**src/source/issue_config.svh**
```systemverilog
// Issue stage configuration: lane count, station depth, field widths, branch opcode bits
`ifndef ISSUE_CONFIG_SVH
`define ISSUE_CONFIG_SVH

`define ISSUE_LANES  2               // Dispatch lanes from rename
`define RS_DEPTH     4               // Entries per reservation station
`define PRF_AW       5               // Physical register address width
`define PRF_N        (1 << `PRF_AW)  // Physical register count
`define ROB_AW       4               // ROB slot id width
`define PC_W         64
`define DW           64              // Immediate width
`define ALU_OPC_W    8               // One-hot ALU opcode
`define BRU_OPC_W    8               // One-hot branch opcode
`define WB_CH        2               // Writeback channels into the busy table
`define PUSH_SIZE_W  2               // Holds 0..ISSUE_LANES

// Branch opcode bit positions
`define BRU_BEQ      0
`define BRU_BNE      1
`define BRU_BGT      2
`define BRU_BGTU     3
`define BRU_BLE      4
`define BRU_BLEU     5
`define BRU_JMPREL   6               // PC-relative jump
`define BRU_JMPREG   7               // Register-indirect jump

`endif

```
**src/source/issue_pkg.sv**
```systemverilog
// Issue stage package with field types and the reservation station entry layout
`include "issue_config.svh"

package issue_pkg;

   typedef logic [`PRF_AW-1:0]    prf_addr_t;   // Physical register address
   typedef logic [`ROB_AW-1:0]    rob_id_t;     // ROB slot
   typedef logic [`ALU_OPC_W-1:0] alu_opc_t;    // One-hot
   typedef logic [`BRU_OPC_W-1:0] bru_opc_t;    // One-hot

   // One station entry
   typedef struct packed
   {
      alu_opc_t                   alu_opc;
      bru_opc_t                   bru_opc;
      logic [`PC_W-1:0]           pc;
      logic [`DW-1:0]             imm;
      prf_addr_t                  prs1;         // Source 1
      logic                       prs1_re;      // Source 1 in use
      prf_addr_t                  prs2;         // Source 2
      logic                       prs2_re;      // Source 2 in use
      prf_addr_t                  prd;          // Destination
      logic                       prd_we;       // Destination written
      rob_id_t                    rob_id;       // Slot taken at dispatch
   } rs_payload_t;

endpackage

```
**src/source/busy_table.sv**
```systemverilog
// Busy table: one pending-write bit per physical register, set on dispatch, cleared on writeback
`timescale 1ns/1ps
`include "issue_config.svh"

module busy_table
(
   input  logic                              clk,
   input  logic                              reset,
   input  logic [`ISSUE_LANES-1:0]           set_we,     // Dispatch with destination write
   input  logic [`ISSUE_LANES*`PRF_AW-1:0]   set_prd,    // Lane i in slice i
   input  logic [`WB_CH-1:0]                 wb_we,      // Writeback strobes
   input  logic [`WB_CH*`PRF_AW-1:0]         wb_prd,     // Channel i in slice i
   output logic [`PRF_N-1:0]                 busy
);

   logic [`PRF_N-1:0]                        busy_q;
   logic [`PRF_N-1:0]                        busy_nxt;

   // Clears first so that a same-edge set overrides them
   always_comb
   begin
      busy_nxt = busy_q;
      for (int w = 0; w < `WB_CH; w++)
      begin
         if (wb_we[w])
            busy_nxt[wb_prd[w*`PRF_AW +: `PRF_AW]] = 1'b0;   // Result written back
      end
      for (int l = 0; l < `ISSUE_LANES; l++)
      begin
         if (set_we[l])
            busy_nxt[set_prd[l*`PRF_AW +: `PRF_AW]] = 1'b1;  // New producer in flight
      end
      busy_nxt[0] = 1'b0;                                    // r0 is hardwired
   end

   always_ff @(posedge clk)
   begin
      if (reset)
         busy_q <= '0;
      else
         busy_q <= busy_nxt;
   end

   // Registered only, so wakeup is seen the cycle after the writeback edge
   assign busy = busy_q;

endmodule

```
**src/source/issue_rs.sv**
```systemverilog
// Issue reservation station with a compacting age-ordered queue and oldest-ready selection
`timescale 1ns/1ps
`include "issue_config.svh"

module issue_rs
(
   input  logic                        clk,
   input  logic                        reset,
   input  logic                        push,          // Accepted instruction this cycle
   input  issue_pkg::rs_payload_t      push_payload,
   input  logic [`PRF_N-1:0]           busy,          // From busy table
   output logic                        full,
   input  logic                        ro_ready,
   output logic                        ro_valid,
   output issue_pkg::rs_payload_t      ro_payload
);

   localparam int SEL_W = $clog2(`RS_DEPTH);

   // Entry 0 is the oldest and valid bits stay packed toward 0
   issue_pkg::rs_payload_t             ent_q [`RS_DEPTH];
   issue_pkg::rs_payload_t             ent_nxt [`RS_DEPTH];
   logic [`RS_DEPTH-1:0]               vld_q;
   logic [`RS_DEPTH-1:0]               vld_nxt;
   logic [`RS_DEPTH-1:0]               rdy;           // Valid and all sources available
   logic [SEL_W-1:0]                   sel;           // Oldest ready entry
   logic                               pop;

   // Wakeup check per entry
   always_comb
   begin
      for (int i = 0; i < `RS_DEPTH; i++)
      begin
         rdy[i] = vld_q[i] &
                  (~ent_q[i].prs1_re | (ent_q[i].prs1 == '0) | ~busy[ent_q[i].prs1]) &
                  (~ent_q[i].prs2_re | (ent_q[i].prs2 == '0) | ~busy[ent_q[i].prs2]);
      end
   end

   // Priority pick from the young end so the lowest index wins
   always_comb
   begin
      sel = '0;
      for (int i = `RS_DEPTH-1; i >= 0; i--)
      begin
         if (rdy[i])
            sel = SEL_W'(i);
      end
   end

   assign ro_valid   = |rdy;
   assign ro_payload = ent_q[sel];                   // Don't-care when nothing ready
   assign pop        = ro_valid & ro_ready;
   assign full       = &vld_q;

   // Remove the popped slot and then append the push
   always_comb
   begin
      logic placed;

      placed  = 1'b0;
      vld_nxt = vld_q;
      ent_nxt = ent_q;

      if (pop)
      begin
         for (int i = 0; i < `RS_DEPTH-1; i++)
         begin
            if (i >= sel)
            begin
               vld_nxt[i] = vld_q[i+1];              // Younger entries slide down
               ent_nxt[i] = ent_q[i+1];
            end
         end
         vld_nxt[`RS_DEPTH-1] = 1'b0;                // Top slot always frees on a pop
      end

      // First hole after the shift keeps age order
      if (push)
      begin
         for (int i = 0; i < `RS_DEPTH; i++)
         begin
            if (!vld_nxt[i] && !placed)
            begin
               vld_nxt[i] = 1'b1;
               ent_nxt[i] = push_payload;
               placed     = 1'b1;
            end
         end
      end
   end

   always_ff @(posedge clk)
   begin
      if (reset)
         vld_q <= '0;
      else
         vld_q <= vld_nxt;
   end

   // Entry payload storage
   always_ff @(posedge clk)
   begin
      ent_q <= ent_nxt;
   end

endmodule

```
**src/source/issue.sv**
```systemverilog
// Issue stage: per-lane reservation stations, push gating, ROB push and branch classification
`timescale 1ns/1ps
`include "issue_config.svh"

module issue
(
   input  logic                                    clk,
   input  logic                                    reset,
   input  logic [`PRF_N-1:0]                       busy,
   // From rename
   input  logic                                    issue_p_ce,     // Commits a push group
   input  logic [`ISSUE_LANES-1:0]                 issue_push,
   input  issue_pkg::alu_opc_t [`ISSUE_LANES-1:0]  issue_alu_opc,
   input  issue_pkg::bru_opc_t [`ISSUE_LANES-1:0]  issue_bru_opc,
   input  logic [`ISSUE_LANES-1:0][`PC_W-1:0]      issue_pc,
   input  logic [`ISSUE_LANES-1:0][`DW-1:0]        issue_imm,
   input  issue_pkg::prf_addr_t [`ISSUE_LANES-1:0] issue_prs1,
   input  logic [`ISSUE_LANES-1:0]                 issue_prs1_re,
   input  issue_pkg::prf_addr_t [`ISSUE_LANES-1:0] issue_prs2,
   input  logic [`ISSUE_LANES-1:0]                 issue_prs2_re,
   input  issue_pkg::prf_addr_t [`ISSUE_LANES-1:0] issue_prd,
   input  logic [`ISSUE_LANES-1:0]                 issue_prd_we,
   output logic [`ISSUE_LANES-1:0]                 issue_ready,
   // ROB
   input  logic                                    rob_ready,
   input  issue_pkg::rob_id_t [`ISSUE_LANES-1:0]   rob_free_id,    // Offered slot per lane
   output logic [`ISSUE_LANES-1:0]                 rob_push_valid,
   output logic [`ISSUE_LANES-1:0][`PC_W-1:0]      rob_push_pc,
   output issue_pkg::prf_addr_t [`ISSUE_LANES-1:0] rob_push_prd,
   output logic [`ISSUE_LANES-1:0]                 rob_push_prd_we,
   output logic [`ISSUE_LANES-1:0]                 rob_push_is_bcc,
   output logic [`ISSUE_LANES-1:0]                 rob_push_is_brel,
   output logic [`ISSUE_LANES-1:0]                 rob_push_is_breg,
   output logic [`PUSH_SIZE_W-1:0]                 rob_push_size,
   // Read stage
   input  logic [`ISSUE_LANES-1:0]                 ro_ready,
   output logic [`ISSUE_LANES-1:0]                 ro_valid,
   output issue_pkg::alu_opc_t [`ISSUE_LANES-1:0]  ro_alu_opc,
   output issue_pkg::bru_opc_t [`ISSUE_LANES-1:0]  ro_bru_opc,
   output logic [`ISSUE_LANES-1:0][`PC_W-1:0]      ro_pc,
   output logic [`ISSUE_LANES-1:0][`DW-1:0]        ro_imm,
   output issue_pkg::prf_addr_t [`ISSUE_LANES-1:0] ro_prs1,
   output logic [`ISSUE_LANES-1:0]                 ro_prs1_re,
   output issue_pkg::prf_addr_t [`ISSUE_LANES-1:0] ro_prs2,
   output logic [`ISSUE_LANES-1:0]                 ro_prs2_re,
   output issue_pkg::prf_addr_t [`ISSUE_LANES-1:0] ro_prd,
   output logic [`ISSUE_LANES-1:0]                 ro_prd_we,
   output issue_pkg::rob_id_t [`ISSUE_LANES-1:0]   ro_rob_id,
   // To busy table
   output logic [`ISSUE_LANES-1:0]                 accept          // Accepted and writes prd
);

   issue_pkg::rs_payload_t                         rs_in [`ISSUE_LANES];
   issue_pkg::rs_payload_t                         rs_out [`ISSUE_LANES];
   logic [`ISSUE_LANES-1:0]                        rs_full;
   logic [`ISSUE_LANES-1:0]                        lane_push;      // Lane taken this edge

   genvar i;

   assign issue_ready = ~rs_full & {`ISSUE_LANES{rob_ready}};
   assign lane_push   = issue_push & issue_ready & {`ISSUE_LANES{issue_p_ce}};
   assign accept      = lane_push & issue_prd_we;

   // ROB bookkeeping, same cycle as acceptance
   assign rob_push_valid  = lane_push;
   assign rob_push_pc     = issue_pc;
   assign rob_push_prd    = issue_prd;
   assign rob_push_prd_we = issue_prd_we;

   always_comb
   begin
      rob_push_size = '0;
      for (int l = 0; l < `ISSUE_LANES; l++)
         rob_push_size = rob_push_size + lane_push[l];   // Count of accepted lanes
   end

   generate
      for (i = 0; i < `ISSUE_LANES; i++)
      begin : gen_lane
         // Branch kind for the ROB
         assign rob_push_is_bcc[i]  = issue_bru_opc[i][`BRU_BEQ]  | issue_bru_opc[i][`BRU_BNE] |
                                      issue_bru_opc[i][`BRU_BGT]  | issue_bru_opc[i][`BRU_BGTU] |
                                      issue_bru_opc[i][`BRU_BLE]  | issue_bru_opc[i][`BRU_BLEU];
         assign rob_push_is_brel[i] = issue_bru_opc[i][`BRU_JMPREL];
         assign rob_push_is_breg[i] = issue_bru_opc[i][`BRU_JMPREG];

         assign rs_in[i] = '{alu_opc: issue_alu_opc[i],
                             bru_opc: issue_bru_opc[i],
                             pc:      issue_pc[i],
                             imm:     issue_imm[i],
                             prs1:    issue_prs1[i],
                             prs1_re: issue_prs1_re[i],
                             prs2:    issue_prs2[i],
                             prs2_re: issue_prs2_re[i],
                             prd:     issue_prd[i],
                             prd_we:  issue_prd_we[i],
                             rob_id:  rob_free_id[i]};   // ROB slot rides with the entry

         issue_rs u_rs
         (
            .clk          (clk),
            .reset        (reset),
            .push         (lane_push[i]),
            .push_payload (rs_in[i]),
            .busy         (busy),
            .full         (rs_full[i]),
            .ro_ready     (ro_ready[i]),
            .ro_valid     (ro_valid[i]),
            .ro_payload   (rs_out[i])
         );

         // Selected entry onto the read-stage buses
         assign ro_alu_opc[i] = rs_out[i].alu_opc;
         assign ro_bru_opc[i] = rs_out[i].bru_opc;
         assign ro_pc[i]      = rs_out[i].pc;
         assign ro_imm[i]     = rs_out[i].imm;
         assign ro_prs1[i]    = rs_out[i].prs1;
         assign ro_prs1_re[i] = rs_out[i].prs1_re;
         assign ro_prs2[i]    = rs_out[i].prs2;
         assign ro_prs2_re[i] = rs_out[i].prs2_re;
         assign ro_prd[i]     = rs_out[i].prd;
         assign ro_prd_we[i]  = rs_out[i].prd_we;
         assign ro_rob_id[i]  = rs_out[i].rob_id;
      end
   endgenerate

endmodule

```
**src/source/issue_unit.sv**
```systemverilog
// Issue unit top: issue stage with the busy table that steers its wakeup
`timescale 1ns/1ps
`include "issue_config.svh"

module issue_unit
(
   input  logic                                    clk,
   input  logic                                    reset,
   // Rename
   input  logic                                    issue_p_ce,
   input  logic [`ISSUE_LANES-1:0]                 issue_push,
   input  issue_pkg::alu_opc_t [`ISSUE_LANES-1:0]  issue_alu_opc,
   input  issue_pkg::bru_opc_t [`ISSUE_LANES-1:0]  issue_bru_opc,
   input  logic [`ISSUE_LANES-1:0][`PC_W-1:0]      issue_pc,
   input  logic [`ISSUE_LANES-1:0][`DW-1:0]        issue_imm,
   input  issue_pkg::prf_addr_t [`ISSUE_LANES-1:0] issue_prs1,
   input  logic [`ISSUE_LANES-1:0]                 issue_prs1_re,
   input  issue_pkg::prf_addr_t [`ISSUE_LANES-1:0] issue_prs2,
   input  logic [`ISSUE_LANES-1:0]                 issue_prs2_re,
   input  issue_pkg::prf_addr_t [`ISSUE_LANES-1:0] issue_prd,
   input  logic [`ISSUE_LANES-1:0]                 issue_prd_we,
   output logic [`ISSUE_LANES-1:0]                 issue_ready,
   // ROB
   input  logic                                    rob_ready,
   input  issue_pkg::rob_id_t [`ISSUE_LANES-1:0]   rob_free_id,
   output logic [`ISSUE_LANES-1:0]                 rob_push_valid,
   output logic [`ISSUE_LANES-1:0][`PC_W-1:0]      rob_push_pc,
   output issue_pkg::prf_addr_t [`ISSUE_LANES-1:0] rob_push_prd,
   output logic [`ISSUE_LANES-1:0]                 rob_push_prd_we,
   output logic [`ISSUE_LANES-1:0]                 rob_push_is_bcc,
   output logic [`ISSUE_LANES-1:0]                 rob_push_is_brel,
   output logic [`ISSUE_LANES-1:0]                 rob_push_is_breg,
   output logic [`PUSH_SIZE_W-1:0]                 rob_push_size,
   // Read stage
   input  logic [`ISSUE_LANES-1:0]                 ro_ready,
   output logic [`ISSUE_LANES-1:0]                 ro_valid,
   output issue_pkg::alu_opc_t [`ISSUE_LANES-1:0]  ro_alu_opc,
   output issue_pkg::bru_opc_t [`ISSUE_LANES-1:0]  ro_bru_opc,
   output logic [`ISSUE_LANES-1:0][`PC_W-1:0]      ro_pc,
   output logic [`ISSUE_LANES-1:0][`DW-1:0]        ro_imm,
   output issue_pkg::prf_addr_t [`ISSUE_LANES-1:0] ro_prs1,
   output logic [`ISSUE_LANES-1:0]                 ro_prs1_re,
   output issue_pkg::prf_addr_t [`ISSUE_LANES-1:0] ro_prs2,
   output logic [`ISSUE_LANES-1:0]                 ro_prs2_re,
   output issue_pkg::prf_addr_t [`ISSUE_LANES-1:0] ro_prd,
   output logic [`ISSUE_LANES-1:0]                 ro_prd_we,
   output issue_pkg::rob_id_t [`ISSUE_LANES-1:0]   ro_rob_id,
   // Writeback
   input  logic [`WB_CH-1:0]                       wb_we,
   input  issue_pkg::prf_addr_t [`WB_CH-1:0]       wb_prd
);

   logic [`PRF_N-1:0]                              busy;     // Pending-write bits
   logic [`ISSUE_LANES-1:0]                        accept;   // Dispatches that set busy

   busy_table u_busy_table
   (
      .clk     (clk),
      .reset   (reset),
      .set_we  (accept),
      .set_prd (issue_prd),
      .wb_we   (wb_we),
      .wb_prd  (wb_prd),
      .busy    (busy)
   );

   issue u_issue
   (
      .clk              (clk),
      .reset            (reset),
      .busy             (busy),
      .issue_p_ce       (issue_p_ce),
      .issue_push       (issue_push),
      .issue_alu_opc    (issue_alu_opc),
      .issue_bru_opc    (issue_bru_opc),
      .issue_pc         (issue_pc),
      .issue_imm        (issue_imm),
      .issue_prs1       (issue_prs1),
      .issue_prs1_re    (issue_prs1_re),
      .issue_prs2       (issue_prs2),
      .issue_prs2_re    (issue_prs2_re),
      .issue_prd        (issue_prd),
      .issue_prd_we     (issue_prd_we),
      .issue_ready      (issue_ready),
      .rob_ready        (rob_ready),
      .rob_free_id      (rob_free_id),
      .rob_push_valid   (rob_push_valid),
      .rob_push_pc      (rob_push_pc),
      .rob_push_prd     (rob_push_prd),
      .rob_push_prd_we  (rob_push_prd_we),
      .rob_push_is_bcc  (rob_push_is_bcc),
      .rob_push_is_brel (rob_push_is_brel),
      .rob_push_is_breg (rob_push_is_breg),
      .rob_push_size    (rob_push_size),
      .ro_ready         (ro_ready),
      .ro_valid         (ro_valid),
      .ro_alu_opc       (ro_alu_opc),
      .ro_bru_opc       (ro_bru_opc),
      .ro_pc            (ro_pc),
      .ro_imm           (ro_imm),
      .ro_prs1          (ro_prs1),
      .ro_prs1_re       (ro_prs1_re),
      .ro_prs2          (ro_prs2),
      .ro_prs2_re       (ro_prs2_re),
      .ro_prd           (ro_prd),
      .ro_prd_we        (ro_prd_we),
      .ro_rob_id        (ro_rob_id),
      .accept           (accept)
   );

endmodule

```
**config.mk**
```make
export PLATFORM = sky130hd
export DESIGN_NAME = issue_unit
export DESIGN_NICKNAME = d
export VERILOG_FILES = /design/src/source/issue_pkg.sv /design/src/source/busy_table.sv /design/src/source/issue_rs.sv /design/src/source/issue.sv /design/src/source/issue_unit.sv
export VERILOG_INCLUDE_DIRS = /design/src /design/src/source
export SDC_FILE = /design/constraint.sdc
export NUM_CORES = 2
export LEC_CHECK = 0
export BUFFER_PORTS_ARGS = -buffer_cell sky130_fd_sc_hd__buf_4
export CAP_MARGIN = 20
export CORE_UTILIZATION = 61
export CTS_BUF_LIST = sky130_fd_sc_hd__clkbuf_4
export DETAILED_ROUTE_END_ITERATION = 10
export GPL_TIMING_DRIVEN = 0
export PLACE_DENSITY = 0.8
export SLEW_MARGIN = 10
export SYNTH_ARGS = -nofsm -noshare
export SYNTH_HDL_FRONTEND = slang
export SYNTH_SLANG_ARGS = --single-unit
```
**constraint.sdc**
```tcl
create_clock -name clk -period 13.5 [get_ports clk]
set_clock_uncertainty 0.2 [all_clocks]
set_input_delay 0.675 -clock clk [delete_from_list [all_inputs] [get_ports clk]]
set_output_delay 0.675 -clock clk [all_outputs]
set_load 0.005 [all_outputs]
```
# [Yosys cells after proc, flatten, opt, wreduce, memory -nomap -nowiden]
# Cells that the tools add are included.
[word_totals] out_inout_bits=486 input_bits=352 register_bits=1368
[classes] magnitude_cmp=32 n_mux=104 addsub=1 reduce_logical=44 bitwise_logic=105
[op_table] operator="$mux 166" count=18
[op_table] operator="$mux 664" count=2
[op_table] operator="$mux 498" count=2
[op_table] operator="$bmux 166 s2" count=2
[op_table] operator="$mux 32" count=4
[op_table] operator="$lt 5x6->1 const B" count=20
[op_table] operator="$bmux 1 s5" count=16
[op_table] operator="$logic_not 5->1" count=16
[op_table] operator="$and 32x32->32" count=2
[op_table] operator="$not 32->32" count=2
[op_table] operator="$or 32x32->32" count=2
[op_table] operator="$mux 1" count=44
[op_table] operator="$or 1x1->1" count=42
[op_table] operator="$not 1->1" count=32
[op_table] operator="$demux 1 s5" count=4
[op_table] operator="$ge 5x1->1 const B" count=4
[op_table] operator="$and 1x1->1" count=18
[op_table] operator="$mux 2" count=8
[op_table] operator="$mux 4" count=4
[op_table] operator="$logic_not 1->1" count=12
[op_table] operator="$logic_and 1x1->1" count=10
[op_table] operator="$and 2x2->2" count=4
[op_table] operator="$ge 1x2->1 const A" count=4
[op_table] operator="$reduce_and 4->1" count=2
[op_table] operator="7 further kinds" count=12

# [Logic depth before layout (Yosys ltp)]
[logic_depth] word_depth=27 depth_mapped=14 ltp_nobuf=8

# [Modules after synthesis]
# Synthesis repeated with hierarchy kept, for this count alone.
[unflattened] cells_unflattened=6733 area_unflattened_um2=70126.0
[by_module_without_submodules] mod="issue_rs" cells_per_inst=3191 area_per_inst_um2=33582.2 n_inst=2
[by_module_without_submodules] mod="busy_table" cells_per_inst=189 area_per_inst_um2=1764.2 n_inst=1
[by_module_without_submodules] mod="issue" cells_per_inst=162 area_per_inst_um2=1197.4 n_inst=1

# [Worst setup path after synthesis]
# OpenSTA, ideal clock, no wires.
[synth_timing] path_type="register to register" start="register u_issue.gen_lane[1].u_rs.ent_q[517] in the netlist's numbering" end="register u_issue.gen_lane[1].u_rs.ent_q[0] in the netlist's numbering (enable)" setup_ps=747 slack_ps=2036 arrival_ps=10517 path_stages_with_launch=12 required_time_ps=12553 path_cell_list="dfxtp_1 -> buf_2 -> nand2_1 -> mux4_2 -> mux2_2 -> a221oi_2 -> a21o_1 -> buf_2 -> a31oi_1 -> buf_2 -> buf_4 -> a21oi_1"
[synth_via] elab_chain_cells=23
[synth_rtl] item="from (decl)" line_no="issue_rs.sv:21" source="issue_pkg::rs_payload_t ent_q [`RS_DEPTH];"
[synth_rtl] item="from (signal assigned)" line_no="issue_rs.sv:104" source="ent_q <= ent_nxt;"
[synth_rtl] item="$bmux 1 s5" line_no="issue_rs.sv:35" source="(~ent_q[i].prs1_re | (ent_q[i].prs1 == '0) | ~busy[ent_q[i].prs1]) &"
[synth_rtl] item="$mux 1 (not written as such)" line_no="issue_rs.sv:35"
[synth_rtl] item="$not 1->1" line_no="issue_rs.sv:35"
[synth_rtl] item="$or 1x1->1 (*)" line_no="issue_rs.sv:35"
[synth_rtl] item="$and 1x1->1 (*)" line_no="issue_rs.sv:34" source="rdy[i] = vld_q[i] &"
[synth_rtl] item="$and 1x1->1 (*)" line_no="issue_rs.sv:35"
[synth_rtl] item="$mux 2" line_no="issue_rs.sv:46" source="if (rdy[i])"
[synth_rtl] item="$ge 1x2->1" line_no="issue_rs.sv:69" source="if (i >= sel)"
[synth_rtl] item="[7 not listed]"
[synth_rtl] item="$mux 1" line_no="issue_rs.sv:79" source="if (push)"
[synth_rtl] item="$logic_not 1->1" line_no="issue_rs.sv:83" source="if (!vld_nxt[i] && !placed)"
[synth_rtl] item="$logic_and 1x1->1" line_no="issue_rs.sv:83"
[synth_rtl] item="$mux 1" line_no="issue_rs.sv:83"
[synth_rtl] item="$mux 1" line_no="issue_rs.sv:79"
[synth_rtl] item="$logic_not 1->1" line_no="issue_rs.sv:83"
[synth_rtl] item="$logic_and 1x1->1 (*)" line_no="issue_rs.sv:83"
[synth_rtl] item="$reduce_and 2->1 (no source line) (*)"
# Every way passes the cells marked *; elsewhere a longest branch is shown, timed or not. The select of a mux whose other input is x is not followed.
# A chain may end at the register's enable or synchronous reset.

==> results.md <==
- Sw Ratio: 0.3446
- Post-synthesis sequential area ratio: 0.4287
- First-pass GRT wire length: 394,300 um
- Ys Warns: 0
- Crit-path cells: clkbuf_1 > buf_2 > mux4_2 > a211oi_1 > o21ai_0 > a211oi_1 > clkbuf_1 > clkbuf_1 > clkbuf_1 > a21oi_1 > o31ai_1 > o21a_1 > buf_4
- Skew-Pair Late Insertion Delay: 1.37 ns
- Vias in the first global route: 67,420
- Arr. time, crit path: 6.91 ns
- Final #Nets: 9,057
- # rows: 125
- Post-DR wirelength/cell: 25.26 um
- Worst hold margin: 0.02414 ns
- Routed wire length: 266,900 um
- Endpoints failing setup: 0
- Initial core utilization: 0.6160
- GRT Util Overall: 0.4278
- Number of enable flip-flop cells after synthesis: 332
- ANT nets after route: 0
- Internal: 0.01168 W
- Static Leak: 37.82 nW
- Critical Path Slowest Stage Cell: clkbuf_1
- Asr flop ratio synth: 0
- Most used DFF post-synth: dfxtp_1
- Worst hold path class: in2reg
- Kind of critical path: reg2out
- GPL Wtd Cong: 0.9532
- FF+latch count, synth: 1,367
- Maximum clock frequency: 128.5 MHz
- Type of origin of the critical path: flop
- Synth top area share: 0.2894
- Via count: 68,210
- Hpwl dp: 162,700 um
- Post-Syn Area: 0.07159 mm2
- Post-CTS Setup Inserts: 0
- VDD IR-drop max: 0.0001509 V
- Syn Nets: 7,115
- Switching power: 0.006143 W
- Overall power: 0.01783 W
- Most common cell on crit path: clkbuf_1
- CP Capture Type: primary output
- Comb power frac: 0.397
- Pin count of the biggest net entering global routing: 87
- PortBufs: 835
- Chip width: 344.6 um
- Clk root buf: clkbuf_4
- Crit path buf inv count: 6
- Unrepaired setup endpoints after global routing: no
- Slew @ Worst Pin: 1.291 ns
- MaxCap Viol Count: 0
- Fraction of layout cells with a size suffix above 1: 0.3577
- Count of cell types in the netlist: 67
- Synth area leaders: dfxtp_1, edfxtp_1, mux2_2
- Tcrit/Tclk final: 0.5764
- Setup TNS: 0 ns
- Yosys top cell by area: dfxtp_1
- Die H: 344.6 um
- CTS H-Tree Depth: 5
- Crit path max fanout: 10
- Crit-path max cell delay: 0.85 ns
- Flop2flop setup slack: 7.42 ns
- Via density: 6.455
- Power Density: 193.5 mW/mm2
- Final core utilization: 0.7928
- Min Tclk post-route: 7.782 ns
- Final hold violation count: 0
- I/O pin count: 838
- Worst EP required: 12.62 ns
- Delay-heaviest family, CP: buffers and inverters
- Sequential share of power: 0.389
- DRC: 0
- Clock power frac: 0.214
- Core area: 0.1162 mm2
- CTS clock-pin slew for the worst setup and hold paths: 0.07 ns
- Drt pass-1 iters: 7
- Initial antenna violation count: 58
- Syn_area_per_cell: 10.59 um2
- Violation count after the first detailed-routing iteration: 8,278
- Clock buffer depth: 4
- Number of slew-limit violations in the final report: 0
- Clock sink count: 1,367
- CTS tree: built
- Slew margin rel.: 0.1395
- Die ar.: 0.1187 mm2
- Outcome: finished clean
- GR Overflow Total: 0
- Syn Inst Count: 6,762
- CTS Buf Count: 372
- Area delta synth->final: 28.68%
## cell type report
class                           instances  area, um2
Antenna cell                           55      137.6
Buffer                                783       3940
Clock buffer                          575       4317
Clock inverter                         84      384.1
Fill cell                            7043      24080
Inverter                               25      101.3
Multi-Input combinational cell       4587      36880
Sequential cell                      1367      30690
Tap cell                             1524       1907
Timing Repair Buffer                 1568      13770
## layout by cell type, fill, tap and decap left out, types with 65 or more instances in the layout
cell type      instances
a21oi_1              213
a2bb2oi_1            166
buf_1                 65
buf_2                173
buf_4                992
clkbuf_1             362
clkbuf_4             575
clkinv_1              68
dfxtp_1             1035
dlygate4sd3_1        719
edfxtp_1             332
mux2_2               822
mux2_4               139
mux2i_1              555
mux4_2               113
nand2_1              400
nor2_1               363
nor3_1               348
o21a_1               167
o21ai_0              514
o221a_2              166
o31ai_1              167
or2_2                168
## sequential cells by signal (all words and copies together) (netlist names)
register,flops
u_issue.gen_lane.u_rs.vld_q,8
u_issue.gen_lane.u_rs.ent_q,1328
u_busy_table.busy,31
## logic make-up (layout without fill, tap and decap cells)
kind of cell               after synthesis  in the layout  share of synthesized area
AOI/OAI and AO/OA                     1523           1523                     0.1464
adders and majority gates                1              1                  0.0001748
DFF                                   1367           1367                     0.4287
muxes                                 1675           1675                     0.2788
and+or+nand+nor                       1388           1388                    0.08950
buffers and inverters                  808           3035                    0.05635
other                                    0             55                          0
## layer usage
layer  wire length (um)  GRT usage  up-vias
met3              33080     0.1290     1336
met5                156          0        -
met4              18930     0.2836       24
li1                   -          -    29190
met2             119400     0.6565     5205
met1              95370     0.5203    32460
## per-stage QoR
stage | cells | cell area [um2] | setup WS (ns)
final | 10570 | 92120 | 5.718
after global routing | 10560 | 92100 | 5.721
after CTS | 10510 | 91930 | 6.031
after detailed placement | 9131 | 80030 | 7.518
after global placement | 9121 | 79760 | -5.475
after floorplan | 6762 | 71590 | 2.036
## worst paths after layout
| kind | start | endpoint | depth (start not counted) |
|---|---|---|---|
| worst min register to register | u_issue.gen_lane[0].u_rs.ent_q[358]$_DFF_P_ | u_issue.gen_lane[0].u_rs.ent_q[524]$_DFF_P_ | 2 |
| worst max register to register | u_busy_table.busy[5]$_SDFF_PP0_ | u_issue.gen_lane[0].u_rs.ent_q[592]$_DFF_P_ | 14 |
| worst max-delay path | u_issue.gen_lane[0].u_rs.ent_q[343]$_DFF_P_ | ro_imm[55] | 13 |
| worst min-delay path | issue_prs2[9] | u_issue.gen_lane[1].u_rs.ent_q[347]$_DFF_P_ | 3 |
## Yosys cell counts, types with 8 or more instances
library cell / n
dfxtp_1: 1035
mux2_2: 822
mux2i_1: 555
o21ai_0: 514
nand2_1: 400
nor2_1: 363
clkbuf_1: 362
nor3_1: 348
edfxtp_1: 332
a21oi_1: 214
buf_2: 173
or2_2: 168
o21a_1: 167
o31ai_1: 167
a2bb2oi_1: 166
o221a_2: 166
buf_4: 157
mux2_4: 139
mux4_2: 113
buf_1: 65
a22oi_1: 64
mux2_1: 46
buf_6: 26
inv_1: 25
nor3b_1: 20
nand3_1: 18
and3_1: 15
a31oi_1: 10
nor2b_1: 9
a211oi_1: 8
o211ai_1: 8
## worst min-delay path: cells and delay by family
family / cells / cell delay (ns)
buffers and inverters: 2 / 0.72
multiplexers: 1 / 0.13
## timing repair
action                                  CTS  global route
endpoints found under the hold margin  1373             0
resized for setup                         0             0
hold buffers                            719             0
## power groups by stage
stage                     sequential [W]  combinational (W)  clock (W)
final                            0.00693            0.00707    0.00382
after global routing             0.00705            0.00744    0.00404
after CTS                        0.00679            0.00675    0.00379
after detailed placement         0.00687            0.00655          0
after global placement           0.00678            0.00635          0
after floorplan                  0.00655            0.00440          0
Power figures use the tool's default switching activity.
